### src/io_map_pkg.sv
package io_map_pkg;

  // --------------------------------------------------------------------------
  // Indexed register port pair
  // --------------------------------------------------------------------------

  // Register number select
  localparam logic [15:0] REG_ADDR_PORT = 16'hFC3B;
  // Register contents
  localparam logic [15:0] REG_DATA_PORT = 16'hFD3B;

  // --------------------------------------------------------------------------
  // Register numbers behind the data port
  // --------------------------------------------------------------------------

  // Device enable bits
  localparam logic [7:0] REG_DEVOPTIONS = 8'h0E;
  // Free byte for software
  localparam logic [7:0] REG_SCRATCH    = 8'hFE;
  // Core identification, one char per read
  localparam logic [7:0] REG_COREID     = 8'hFF;

  // --------------------------------------------------------------------------
  // Fixed bus values
  // --------------------------------------------------------------------------

  // Seen by the Z80 during a maskable interrupt acknowledge
  localparam logic [7:0] INTACK_VALUE = 8'hFF;
  // Pulled-up bus, nobody drives it
  localparam logic [7:0] FLOAT_VALUE  = 8'hFF;

  // --------------------------------------------------------------------------
  // Core ID string
  // --------------------------------------------------------------------------

  localparam int COREID_LEN = 4;
  // First char in the top byte
  localparam logic [COREID_LEN*8-1:0] COREID_STR = "IO01";
  // Index counts up to COREID_LEN, which points at the zero terminator
  localparam int COREID_IDX_W = $clog2(COREID_LEN + 1);

endpackage

### src/bus_pkg.sv
package bus_pkg;

  localparam int ADDR_W = 16;
  localparam int DATA_W = 8;

  // Z80 pins as seen by the core, strobes active low
  typedef struct packed {
    logic [ADDR_W-1:0] addr;
    logic [DATA_W-1:0] dout;
    logic              iorq_n;
    logic              rd_n;
    logic              wr_n;
    logic              m1_n;
  } z80_bus_t;

  // One I/O access, strobe lasts a single cycle
  typedef struct packed {
    logic              strobe;
    logic              is_read;
    logic              is_intack;
    logic [ADDR_W-1:0] addr;
    logic [DATA_W-1:0] data;
  } io_access_t;

  // Data port access towards the register bank
  typedef struct packed {
    logic              strobe;
    logic              is_read;
    logic [DATA_W-1:0] regnum;
    logic [DATA_W-1:0] data;
    // New value written to the address port
    logic              addr_changed;
  } reg_req_t;

  // Read data heading for the CPU
  typedef struct packed {
    logic              valid;
    logic              is_intack;
    logic [DATA_W-1:0] data;
  } rd_resp_t;

  // Device options register, bit 0 at the bottom
  typedef struct packed {
    logic disable_spisd;
    logic enable_timexmmu;
    logic disable_romsel1f;
    logic disable_romsel7f;
    logic disable_1ffd;
    logic disable_7ffd;
    logic disable_turboay;
    logic disable_ay;
  } dev_options_t;

endpackage

### src/bus_sample.sv
`timescale 1ns/100ps

module bus_sample (
  input  logic                sysclk,
  input  logic                arst_n,
  input  bus_pkg::z80_bus_t   bus,
  output bus_pkg::io_access_t access
);
  import bus_pkg::*;

  z80_bus_t          bus_q;
  logic              armed;
  logic              io_cycle;
  logic              start;
  logic              strobe_q;
  logic              is_read_q;
  logic              is_intack_q;
  logic [ADDR_W-1:0] addr_q;
  logic [DATA_W-1:0] data_q;

  // Plain sample of the pins every edge
  always_ff @(posedge sysclk) begin
    bus_q <= bus;
  end

  // Read, write or interrupt acknowledge in progress
  assign io_cycle = !bus_q.iorq_n && (!bus_q.rd_n || !bus_q.wr_n || !bus_q.m1_n);
  assign start    = armed && io_cycle;

  // Armed while iorq_n idles high, spent by the first start
  always_ff @(posedge sysclk or negedge arst_n) begin
    if (!arst_n) begin
      armed <= 1'b0;
    end else if (bus_q.iorq_n) begin
      armed <= 1'b1;
    end else if (start) begin
      armed <= 1'b0;
    end
  end

  // ----------------------------------------------------------------------------
  // Access strobe, one cycle per I/O cycle
  // ----------------------------------------------------------------------------

  always_ff @(posedge sysclk or negedge arst_n) begin
    if (!arst_n) begin
      strobe_q    <= 1'b0;
      is_read_q   <= 1'b0;
      is_intack_q <= 1'b0;
    end else begin
      strobe_q    <= start;
      // m1_n low with iorq_n means acknowledge, never a port read
      is_read_q   <= start && !bus_q.rd_n && bus_q.m1_n;
      is_intack_q <= start && !bus_q.m1_n;
    end
  end

  // Address and write data, held until the next start
  always_ff @(posedge sysclk) begin
    if (start) begin
      addr_q <= bus_q.addr;
      data_q <= bus_q.dout;
    end
  end

  assign access = '{strobe: strobe_q, is_read: is_read_q, is_intack: is_intack_q,
                    addr: addr_q, data: data_q};

  // Back to back strobes would mean a lost iorq_n edge
  a_single_strobe: assert property (@(posedge sysclk) disable iff (!arst_n)
    access.strobe |=> !access.strobe);

endmodule

### src/port_decode.sv
`timescale 1ns/100ps

module port_decode (
  input  logic                sysclk,
  input  logic                arst_n,
  input  bus_pkg::io_access_t access,
  output bus_pkg::reg_req_t   req,
  output bus_pkg::rd_resp_t   resp
);
  import bus_pkg::*;
  import io_map_pkg::*;

  logic [DATA_W-1:0] regaddr_q;
  logic              at_addr_port;
  logic              at_data_port;
  logic              is_write;
  logic              addr_wr;
  logic              data_acc;
  rd_resp_t          resp_d;
  // Request stage
  logic              req_strobe_q;
  logic              req_read_q;
  logic              req_changed_q;
  logic [DATA_W-1:0] req_regnum_q;
  logic [DATA_W-1:0] req_data_q;
  // Two response stages
  logic              s1_valid;
  logic              s1_intack;
  logic [DATA_W-1:0] s1_data;
  logic              s2_valid;
  logic              s2_intack;
  logic [DATA_W-1:0] s2_data;

  // Full 16 bit compare
  assign at_addr_port = (access.addr == REG_ADDR_PORT);
  assign at_data_port = (access.addr == REG_DATA_PORT);
  assign is_write     = access.strobe && !access.is_read && !access.is_intack;
  assign addr_wr      = is_write && at_addr_port;
  assign data_acc     = access.strobe && !access.is_intack && at_data_port;

  // ----------------------------------------------------------------------------
  // Register address and bank request
  // ----------------------------------------------------------------------------

  always_ff @(posedge sysclk or negedge arst_n) begin
    if (!arst_n) begin
      regaddr_q     <= '0;
      req_strobe_q  <= 1'b0;
      req_read_q    <= 1'b0;
      req_changed_q <= 1'b0;
    end else begin
      if (addr_wr) begin
        regaddr_q <= access.data;
      end
      req_strobe_q  <= data_acc;
      req_read_q    <= data_acc && access.is_read;
      // Pulses alone, no strobe alongside
      req_changed_q <= addr_wr;
    end
  end

  // Register number taken before any update
  always_ff @(posedge sysclk) begin
    if (data_acc) begin
      req_regnum_q <= regaddr_q;
      req_data_q   <= access.data;
    end
  end

  assign req = '{strobe: req_strobe_q, is_read: req_read_q, regnum: req_regnum_q,
                 data: req_data_q, addr_changed: req_changed_q};

  // ----------------------------------------------------------------------------
  // Responses answered here
  // ----------------------------------------------------------------------------

  always_comb begin
    resp_d = '{valid: 1'b0, is_intack: 1'b0, data: FLOAT_VALUE};
    if (access.strobe) begin
      // Acknowledge wins whatever the address
      if (access.is_intack) begin
        resp_d = '{valid: 1'b1, is_intack: 1'b1, data: INTACK_VALUE};
      end else if (access.is_read && at_addr_port) begin
        resp_d = '{valid: 1'b1, is_intack: 1'b0, data: regaddr_q};
      end else if (access.is_read && !at_data_port) begin
        // Unclaimed port
        resp_d = '{valid: 1'b1, is_intack: 1'b0, data: FLOAT_VALUE};
      end
    end
  end

  // Extra stage lines these up with the bank responses
  always_ff @(posedge sysclk or negedge arst_n) begin
    if (!arst_n) begin
      s1_valid  <= 1'b0;
      s1_intack <= 1'b0;
      s2_valid  <= 1'b0;
      s2_intack <= 1'b0;
    end else begin
      s1_valid  <= resp_d.valid;
      s1_intack <= resp_d.is_intack;
      s2_valid  <= s1_valid;
      s2_intack <= s1_intack;
    end
  end

  always_ff @(posedge sysclk) begin
    s1_data <= resp_d.data;
    s2_data <= s1_data;
  end

  assign resp = '{valid: s2_valid, is_intack: s2_intack, data: s2_data};

  // Sampler must keep acknowledge and read apart
  a_read_xor_intack: assert property (@(posedge sysclk) disable iff (!arst_n)
    access.strobe |-> !(access.is_read && access.is_intack));

endmodule

### src/reg_bank.sv
`timescale 1ns/100ps

module reg_bank (
  input  logic                  sysclk,
  input  logic                  arst_n,
  input  bus_pkg::reg_req_t     req,
  output bus_pkg::rd_resp_t     resp,
  output bus_pkg::dev_options_t dev_options
);
  import bus_pkg::*;
  import io_map_pkg::*;

  logic [DATA_W-1:0]       scratch_q;
  dev_options_t            dev_options_q;
  logic [COREID_IDX_W-1:0] id_idx_q;
  logic                    rd_req;
  logic                    wr_req;
  logic                    id_rd;
  logic [DATA_W-1:0]       id_byte;
  logic [DATA_W-1:0]       rd_data;
  logic                    resp_valid_q;
  logic [DATA_W-1:0]       resp_data_q;

  assign rd_req = req.strobe && req.is_read;
  assign wr_req = req.strobe && !req.is_read;
  assign id_rd  = rd_req && (req.regnum == REG_COREID);

  // Char at the index or zero once past the end
  assign id_byte = (id_idx_q < COREID_IDX_W'(COREID_LEN)) ?
                   COREID_STR[(COREID_LEN - 1 - int'(id_idx_q)) * 8 +: 8] : '0;

  // ----------------------------------------------------------------------------
  // Read data select
  // ----------------------------------------------------------------------------

  always_comb begin
    case (req.regnum)
      REG_SCRATCH:    rd_data = scratch_q;
      REG_DEVOPTIONS: rd_data = dev_options_q;
      REG_COREID:     rd_data = id_byte;
      // Register not implemented here
      default:        rd_data = FLOAT_VALUE;
    endcase
  end

  // ----------------------------------------------------------------------------
  // Writable registers and ID index
  // ----------------------------------------------------------------------------

  always_ff @(posedge sysclk or negedge arst_n) begin
    if (!arst_n) begin
      scratch_q     <= '0;
      dev_options_q <= '0;
    end else if (wr_req) begin
      case (req.regnum)
        REG_SCRATCH:    scratch_q     <= req.data;
        REG_DEVOPTIONS: dev_options_q <= dev_options_t'(req.data);
        default:        ;
      endcase
    end
  end

  // Restart the string on any address port write
  always_ff @(posedge sysclk or negedge arst_n) begin
    if (!arst_n) begin
      id_idx_q <= '0;
    end else if (req.addr_changed) begin
      id_idx_q <= '0;
    end else if (id_rd && (id_idx_q < COREID_IDX_W'(COREID_LEN))) begin
      // Parks on the terminator
      id_idx_q <= id_idx_q + COREID_IDX_W'(1);
    end
  end

  // ----------------------------------------------------------------------------
  // Response
  // ----------------------------------------------------------------------------

  always_ff @(posedge sysclk or negedge arst_n) begin
    if (!arst_n) begin
      resp_valid_q <= 1'b0;
    end else begin
      resp_valid_q <= rd_req;
    end
  end

  always_ff @(posedge sysclk) begin
    if (rd_req) begin
      resp_data_q <= rd_data;
    end
  end

  assign resp        = '{valid: resp_valid_q, is_intack: 1'b0, data: resp_data_q};
  assign dev_options = dev_options_q;

  // Response valid one cycle after a read and only for that cycle
  a_rd_latency: assert property (@(posedge sysclk) disable iff (!arst_n)
    rd_req |=> resp.valid ##1 !resp.valid);

endmodule

### src/read_mux.sv
`timescale 1ns/100ps

module read_mux (
  input  logic                       sysclk,
  input  logic                       arst_n,
  input  bus_pkg::rd_resp_t          decode_resp,
  input  bus_pkg::rd_resp_t          bank_resp,
  output logic [bus_pkg::DATA_W-1:0] cpu_din
);
  import bus_pkg::*;
  import io_map_pkg::*;

  logic              load;
  logic [DATA_W-1:0] sel_data;

  // Fixed priority, acknowledge first
  always_comb begin
    load = decode_resp.valid || bank_resp.valid;
    if (decode_resp.valid && decode_resp.is_intack) begin
      sel_data = INTACK_VALUE;
    end else if (decode_resp.valid) begin
      sel_data = decode_resp.data;
    end else begin
      sel_data = bank_resp.data;
    end
  end

  // Held until the next response
  always_ff @(posedge sysclk or negedge arst_n) begin
    if (!arst_n) begin
      cpu_din <= FLOAT_VALUE;
    end else if (load) begin
      cpu_din <= sel_data;
    end
  end

  // Decoder and bank never answer the same access
  a_one_source: assert property (@(posedge sysclk) disable iff (!arst_n)
    !(decode_resp.valid && bank_resp.valid));

endmodule

### src/zxuno_io.sv
`timescale 1ns/100ps

module zxuno_io (
  input  logic                       sysclk,
  input  logic                       arst_n,
  input  bus_pkg::z80_bus_t          bus,
  output logic [bus_pkg::DATA_W-1:0] cpu_din,
  output bus_pkg::dev_options_t      dev_options
);
  import bus_pkg::*;

  io_access_t access;
  reg_req_t   req;
  // Address port, acknowledge and unclaimed reads
  rd_resp_t   decode_resp;
  // Data port reads
  rd_resp_t   bank_resp;

  bus_sample u_bus_sample (
    .sysclk (sysclk),
    .arst_n (arst_n),
    .bus    (bus),
    .access (access)
  );

  port_decode u_port_decode (
    .sysclk (sysclk),
    .arst_n (arst_n),
    .access (access),
    .req    (req),
    .resp   (decode_resp)
  );

  reg_bank u_reg_bank (
    .sysclk      (sysclk),
    .arst_n      (arst_n),
    .req         (req),
    .resp        (bank_resp),
    .dev_options (dev_options)
  );

  read_mux u_read_mux (
    .sysclk      (sysclk),
    .arst_n      (arst_n),
    .decode_resp (decode_resp),
    .bank_resp   (bank_resp),
    .cpu_din     (cpu_din)
  );

endmodule

### config.mk
export PLATFORM = sky130hd
export DESIGN_NAME = zxuno_io
export DESIGN_NICKNAME = d
export VERILOG_FILES = /design/src/io_map_pkg.sv /design/src/bus_pkg.sv /design/src/bus_sample.sv /design/src/port_decode.sv /design/src/reg_bank.sv /design/src/read_mux.sv /design/src/zxuno_io.sv
export SDC_FILE = /design/constraint.sdc
export NUM_CORES = 1
export LEC_CHECK = 0
export BUFFER_PORTS_ARGS = -buffer_cell sky130_fd_sc_hd__clkbuf_2
export CORE_MARGIN = 10
export CORE_UTILIZATION = 45
export DETAILED_ROUTE_END_ITERATION = 16
export PLACE_DENSITY = 0.6
export SLEW_MARGIN = 10
export SYNTH_ARGS = -nofsm -noshare
export SYNTH_HDL_FRONTEND = slang
export SYNTH_HIERARCHICAL = 1
export SYNTH_SLANG_ARGS = --single-unit
### constraint.sdc
create_clock -name sysclk -period 4.46 [get_ports sysclk]
set_clock_uncertainty 0.2 [all_clocks]
set_input_delay 0.446 -clock sysclk [delete_from_list [all_inputs] [get_ports sysclk]]
set_output_delay 0.446 -clock sysclk [all_outputs]
set_load 0.005 [all_outputs]
==> results of run 1 <==
-- flip-flops by register name (all words and copies together), names as in the netlist, 3 cells and up --
signal	count
u_port_decode/req_regnum_q	8
u_reg_bank/dev_options	8
u_reg_bank/id_idx_q	3
u_port_decode/req_data_q	8
u_bus_sample/addr_q	16
u_reg_bank/scratch_q	8
u_bus_sample/bus_q	28
u_read_mux/cpu_din	8
u_bus_sample/data_q	8
u_port_decode/s2_data	8
u_reg_bank/resp_data_q	8
u_port_decode/regaddr_q	8
u_port_decode/s1_data	8
-- cell type report --
type,instances,area share
Clock inverter,9,0.0115
Inverter,2,0.00125
Multi-Input combinational cell,133,0.197
Tap cell,136,0.0284
Timing Repair Buffer,77,0.0898
Clock buffer,23,0.0868
Sequential cell,139,0.585
-- report_power, final --
part | total (mW) | internal (mW) | switching [mW] | leakage, nW
Sequential | 1.38 | 1.36 | 0.0182 | 1.47
Combinational | 0.0980 | 0.0612 | 0.0369 | 0.709
Clock | 1.34 | 0.822 | 0.519 | 0.297
-- path summary, 6_finish.rpt --
check	start	endpoint	slack, ns	depth (start not counted)
setup reg to reg	u_bus_sample/is_intack_q	u_port_decode/regaddr_q[5]	2.12	4
hold / removal	u_port_decode/s1_data[3]	u_port_decode/s2_data[3]	0.13	0
min in group asynchronous	arst_n	u_reg_bank/scratch_q[3]	0.39	3
setup / recovery	u_bus_sample/is_intack_q	u_port_decode/regaddr_q[5]	2.12	4
max in group asynchronous	arst_n	u_reg_bank/id_idx_q[1]	3.27	3
hold reg to reg	u_port_decode/s1_data[3]	u_port_decode/s2_data[3]	0.13	0
-- cells in the final DEF, fill, tap and decap left out, types with 3 or more instances in the layout --
master / count
a22oi_1: 3
and4_1: 4
buf_4: 3
clkbuf_16: 19
clkbuf_2: 45
clkbuf_8: 3
dfrtp_1: 39
dfstp_2: 8
dfxtp_1: 44
dlygate4sd3_1: 29
edfxtp_1: 48
mux2_2: 16
mux2_4: 16
nand2b_1: 4
nand3_1: 12
nand3b_1: 8
nand4b_1: 3
nor2_1: 4
nor2b_1: 5
nor3_1: 5
o211ai_1: 4
o22a_1: 8
o22ai_1: 3
or4_1: 9
-- metrics by stage --
step	setup slack [ns]	total power [mW]	instances	hold slack [ns]	area, um^2
global route	1.93	2.92	519	0.134	5990
CTS	1.98	2.85	519	0.129	5990
global placement	2.07	1.48	458	0.116	5110
floorplan	1.82	1.44	294	-0.0496	4810
detailed placement	2.02	1.49	458	0.112	5110
finish	2.12	2.82	519	0.130	5990
-- critical path, cell delays in order, from the launching register on --
cell and delay (ns):
dfrtp_1 0.43, nor2b_1 0.55, nand4_1 0.16, or4_4 0.55, mux2_4 0.33
-- metal layers --
| metal | global-route usage | vias to the layer above | part of all wire | wire [um] |
|---|---|---|---|---|
| li1 | - | 1260 | - | - |
| met1 | 0.138 | 1237 | 0.46 | 3690 |
| met2 | 0.180 | 54 | 0.48 | 3860 |
| met3 | 0.0351 | 8 | 0.046 | 366 |
| met4 | 0.0437 | 0 | 0.0090 | 72 |
| met5 | 0 | - | 0 | 0 |
-- timing repair --
| item | CTS | global route |
|---|---|---|
| endpoints found under the hold margin | 67 | 0 |
| hold buffers | 29 | 0 |
| buffers inserted | 0 | 0 |
==> run summary, run 1 <==
Largest net degree at the start of global routing = 48
Top-Level Pins = 46
First-pass GRT wire length = 13200 um
Register area = 3510 um^2
Post-Syn Nets = 325
# rows = 37
Clock root cell = clkbuf_8
Syn_area_per_cell = 16.3 um^2
Routed WL per cell = 15.4 um
Fraction of layout cells with a size suffix above 1 = 0.332
Clock latency on the worst-skew pair = 0.50 ns
Residual DRC = 0
Final cell utilization of the core = 0.578
Maxcap violations = 0
Clk buf depth = 2
HP Class = register to register
CP arrival = 2.53 ns
Cell Area, Synth = 4810 um^2
Multi-input logic area = 1180 um^2
Drt initial violations = 143
Total number of vias = 2559
Layout area overhead = 24.7%
Detail Route Antenna Nets = 0
Tcrit/Tclk final = 0.526
TritonRoute pass-1 iters = 4
Resized Gates After CTS = 0
Gr usage total = 0.112
Slew margin rel. = 0.473
Clock Pin Slew Worst Setup and Hold Paths = 0.06 ns
Fmax achieved = 427 MHz
Placer Congestion = 0.820
Worst setup path class = register to register
Overflow after GRT = 0
Clock sink total = 139
Routed wire length = 7990 um
Starting density of the core = 0.463
Period minus WS final = 2.34 ns
Port Buf Inserts = 45
FILL cells = 813
DIE AREA = 15200 um^2
Final Hold Fails = 0
Cts bufs inserted = 17
Max FO, Critical Path = 11
Leakage = 2.47 nW
RSZ-0062 raised after global routing = no
Setup Viol. Count Final = 0
CTS tree = done
Number of vias per cell = 4.93
Core region area = 10400 um^2
Vias in the first global route = 2705
Die Wd = 123 um
Setup tns final = 0 ns
Yosys synthesis warning count = 6
Slew Limit Fails = 0
Run status = complete, no violations
Startpoint Class = register
Initial antenna violation count = 0
Worst slew pin tran = 0.790 ns
H-tree depth = 4
CP Capture Type = register
Mapped Cells = 294
Post-DP HPWL = 5400 um
Antenna diodes = 0
Die Span Y = 123 um
Worst Path Required = 4.64 ns
Nets = 401
VDD IR max = 0.280 mV
Pwr dens = 470 nW/um^2
No activity file was read; power rests on OpenSTA's default activity.
==> inputs of run 2 (changes only) <==
clock period = 2.35 ns   (was 4.46 ns; I/O delays follow)
==> run 2 against run 1 <==
Net effect:
- final cell count up 1.3%
- worst hold slack worse by 0.095 ns
- count of clock-buffer cells in the layout down 4
- power up 85%
- sequential cell count unchanged
- critical path depth unchanged
- sequential share of layout area down 0.098 points
- critical endpoint is now u_port_decode/regaddr_q[2]
==> run summary, run 2 (synthesized netlist as in run 1, its figures left out) <==
FF-to-FF setup slack = 0.31 ns
Overflow after GRT = 0
Placement Setup Slack = 0.297 ns
Starting density of the core = 0.463
# rows = 37
VDD IR max = 0.407 mV
Clock latency on the worst-skew pair = 0.51 ns
Worst Path Required = 2.54 ns
Most common cell after layout, fill and taps aside = edfxtp_1
Clock sink total = 139
Final setup margin = 0.306 ns
First-pass GRT wire length = 13500 um
Period minus WS final = 2.04 ns
Maxcap violations = 0
Drt initial violations = 148
HP Class = input pin to async pin
R2R Path Start = u_bus_sample/addr_q[6]
Fraction of layout cells with a size suffix above 1 = 0.338
Commonest cells after routing, fill and taps aside = edfxtp_1, clkbuf_2, dfxtp_1
Routed wire length = 8220 um
Startpoint Class = register
Clock Pin Slew Worst Setup and Hold Paths = 0.06 ns
Top-Level Pins = 46
Port Buf Inserts = 45
Max reg flops = 28
Run status = complete, no violations
Clk buf depth = 2
CP Capture Type = register
# hold bufs at CTS = 29
Die Wd = 123 um
Largest net degree at the start of global routing = 29
Worst r2r path cells = 4
Nets = 408
Placer Congestion = 0.819
Tcrit/Tclk final = 0.870
Gr usage total = 0.116
Total number of vias = 2585
Die Span Y = 123 um
DP Area = 5170 um^2
H-tree depth = 4
Post-DP HPWL = 5670 um
Resized Gates After CTS = 0
Setup Viol. Count Final = 0
Core region area = 10400 um^2
CP arrival = 2.23 ns
Layout area overhead = 24.9%
RSZ-0062 raised after global routing = no
Worst setup path class = register to register
Initial antenna violation count = 0
Vias in the first global route = 2685
Detail Route Antenna Nets = 0
TritonRoute pass-1 iters = 4
CTS tree = done
Leakage = 2.47 nW
Fmax achieved = 489 MHz
Worst hold slack = 0.0350 ns
Setup bufs post-CTS = 0
Top reg by flops = u_bus_sample/bus_q
Final Cell Area = 6000 um^2
Worst slew pin tran = 0.542 ns
Antenna diodes = 0
Pwr dens = 867 nW/um^2
RR Endpoint = u_port_decode/regaddr_q[2]
Largest registers = u_bus_sample/bus_q (28), u_bus_sample/addr_q (16)
Max FO, Critical Path = 8
Slew margin rel. = 0.639
Routed WL per cell = 15.6 um
Residual DRC = 0
Cts bufs inserted = 17
Setup tns final = 0 ns
DIE AREA = 15200 um^2
Number of vias per cell = 4.91
Clock root cell = clkbuf_8
Slew Limit Fails = 0
Final Hold Fails = 0
==> run 2: changes by cell type in the layout (fill, tap and decap cells not counted), moves of 2 or more <==
cell        before  now
buf_4            3    9
clkbuf_16       19   16
clkbuf_8         3    1
clkinvlp_4       0    3
==> run 2: routing by layer <==
metal / track usage / vias up / share of wire / wire, um
met1: 0.139 / 1233 / 0.44 / 3650
met2: 0.185 / 68 / 0.49 / 4020
li1: - / 1274 / - / -
met5: 0 / - / 0 / 0
met3: 0.0438 / 10 / 0.052 / 427
met4: 0.0502 / 0 / 0.014 / 114
==> run 2: final cells by class <==
| class | instances | area, um^2 |
|---|---|---|
| tap | 136 | 170 |
| clock inverter | 13 | 119 |
| fill | 815 | 4370 |
| multi-input combinational | 133 | 1170 |
| inverter | 2 | 7.51 |
| clock buffer | 19 | 422 |
| sequential | 139 | 3510 |
| timing repair buffer | 84 | 603 |
==> run 2: worst max-delay path by stage <==
stage | startpoint | endpoint | slack [ns]
after floorplan | u_bus_sample/addr_q[9] | u_port_decode/req_data_q[0] | 0.28
after global placement | u_bus_sample/addr_q[6] | u_port_decode/regaddr_q[4] | 0.38
after detailed placement | u_bus_sample/addr_q[6] | u_port_decode/regaddr_q[2] | 0.30
after CTS | u_bus_sample/addr_q[6] | u_port_decode/regaddr_q[2] | 0.28
after global routing | u_bus_sample/addr_q[6] | u_port_decode/regaddr_q[1] | 0.24
final | u_bus_sample/addr_q[6] | u_port_decode/regaddr_q[2] | 0.31
==> run 2: worst max-delay path: stages, from the launching register on <==
cell	delay, ns
edfxtp_1	0.37
and4bb_1	0.32
nand3_1	0.11
or4_4	0.60
mux2_4	0.33
==> run 2: power breakdown <==
| group | internal [mW] | switching, mW |
|---|---|---|
| clock | 1.41 | 0.984 |
| sequential | 2.59 | 0.0343 |
| combinational | 0.119 | 0.0720 |
| total | 4.11 | 1.09 |
==> run 2: metrics by stage <==
step / utilization / power (mW) / std cells
floorplan: - / 2.74 / 294
global placement: 0.499 / 2.82 / 465
detailed placement: 0.499 / 2.83 / 465
CTS: 0.579 / 5.27 / 526
global route: 0.579 / 5.40 / 526
finish: 0.579 / 5.20 / 526
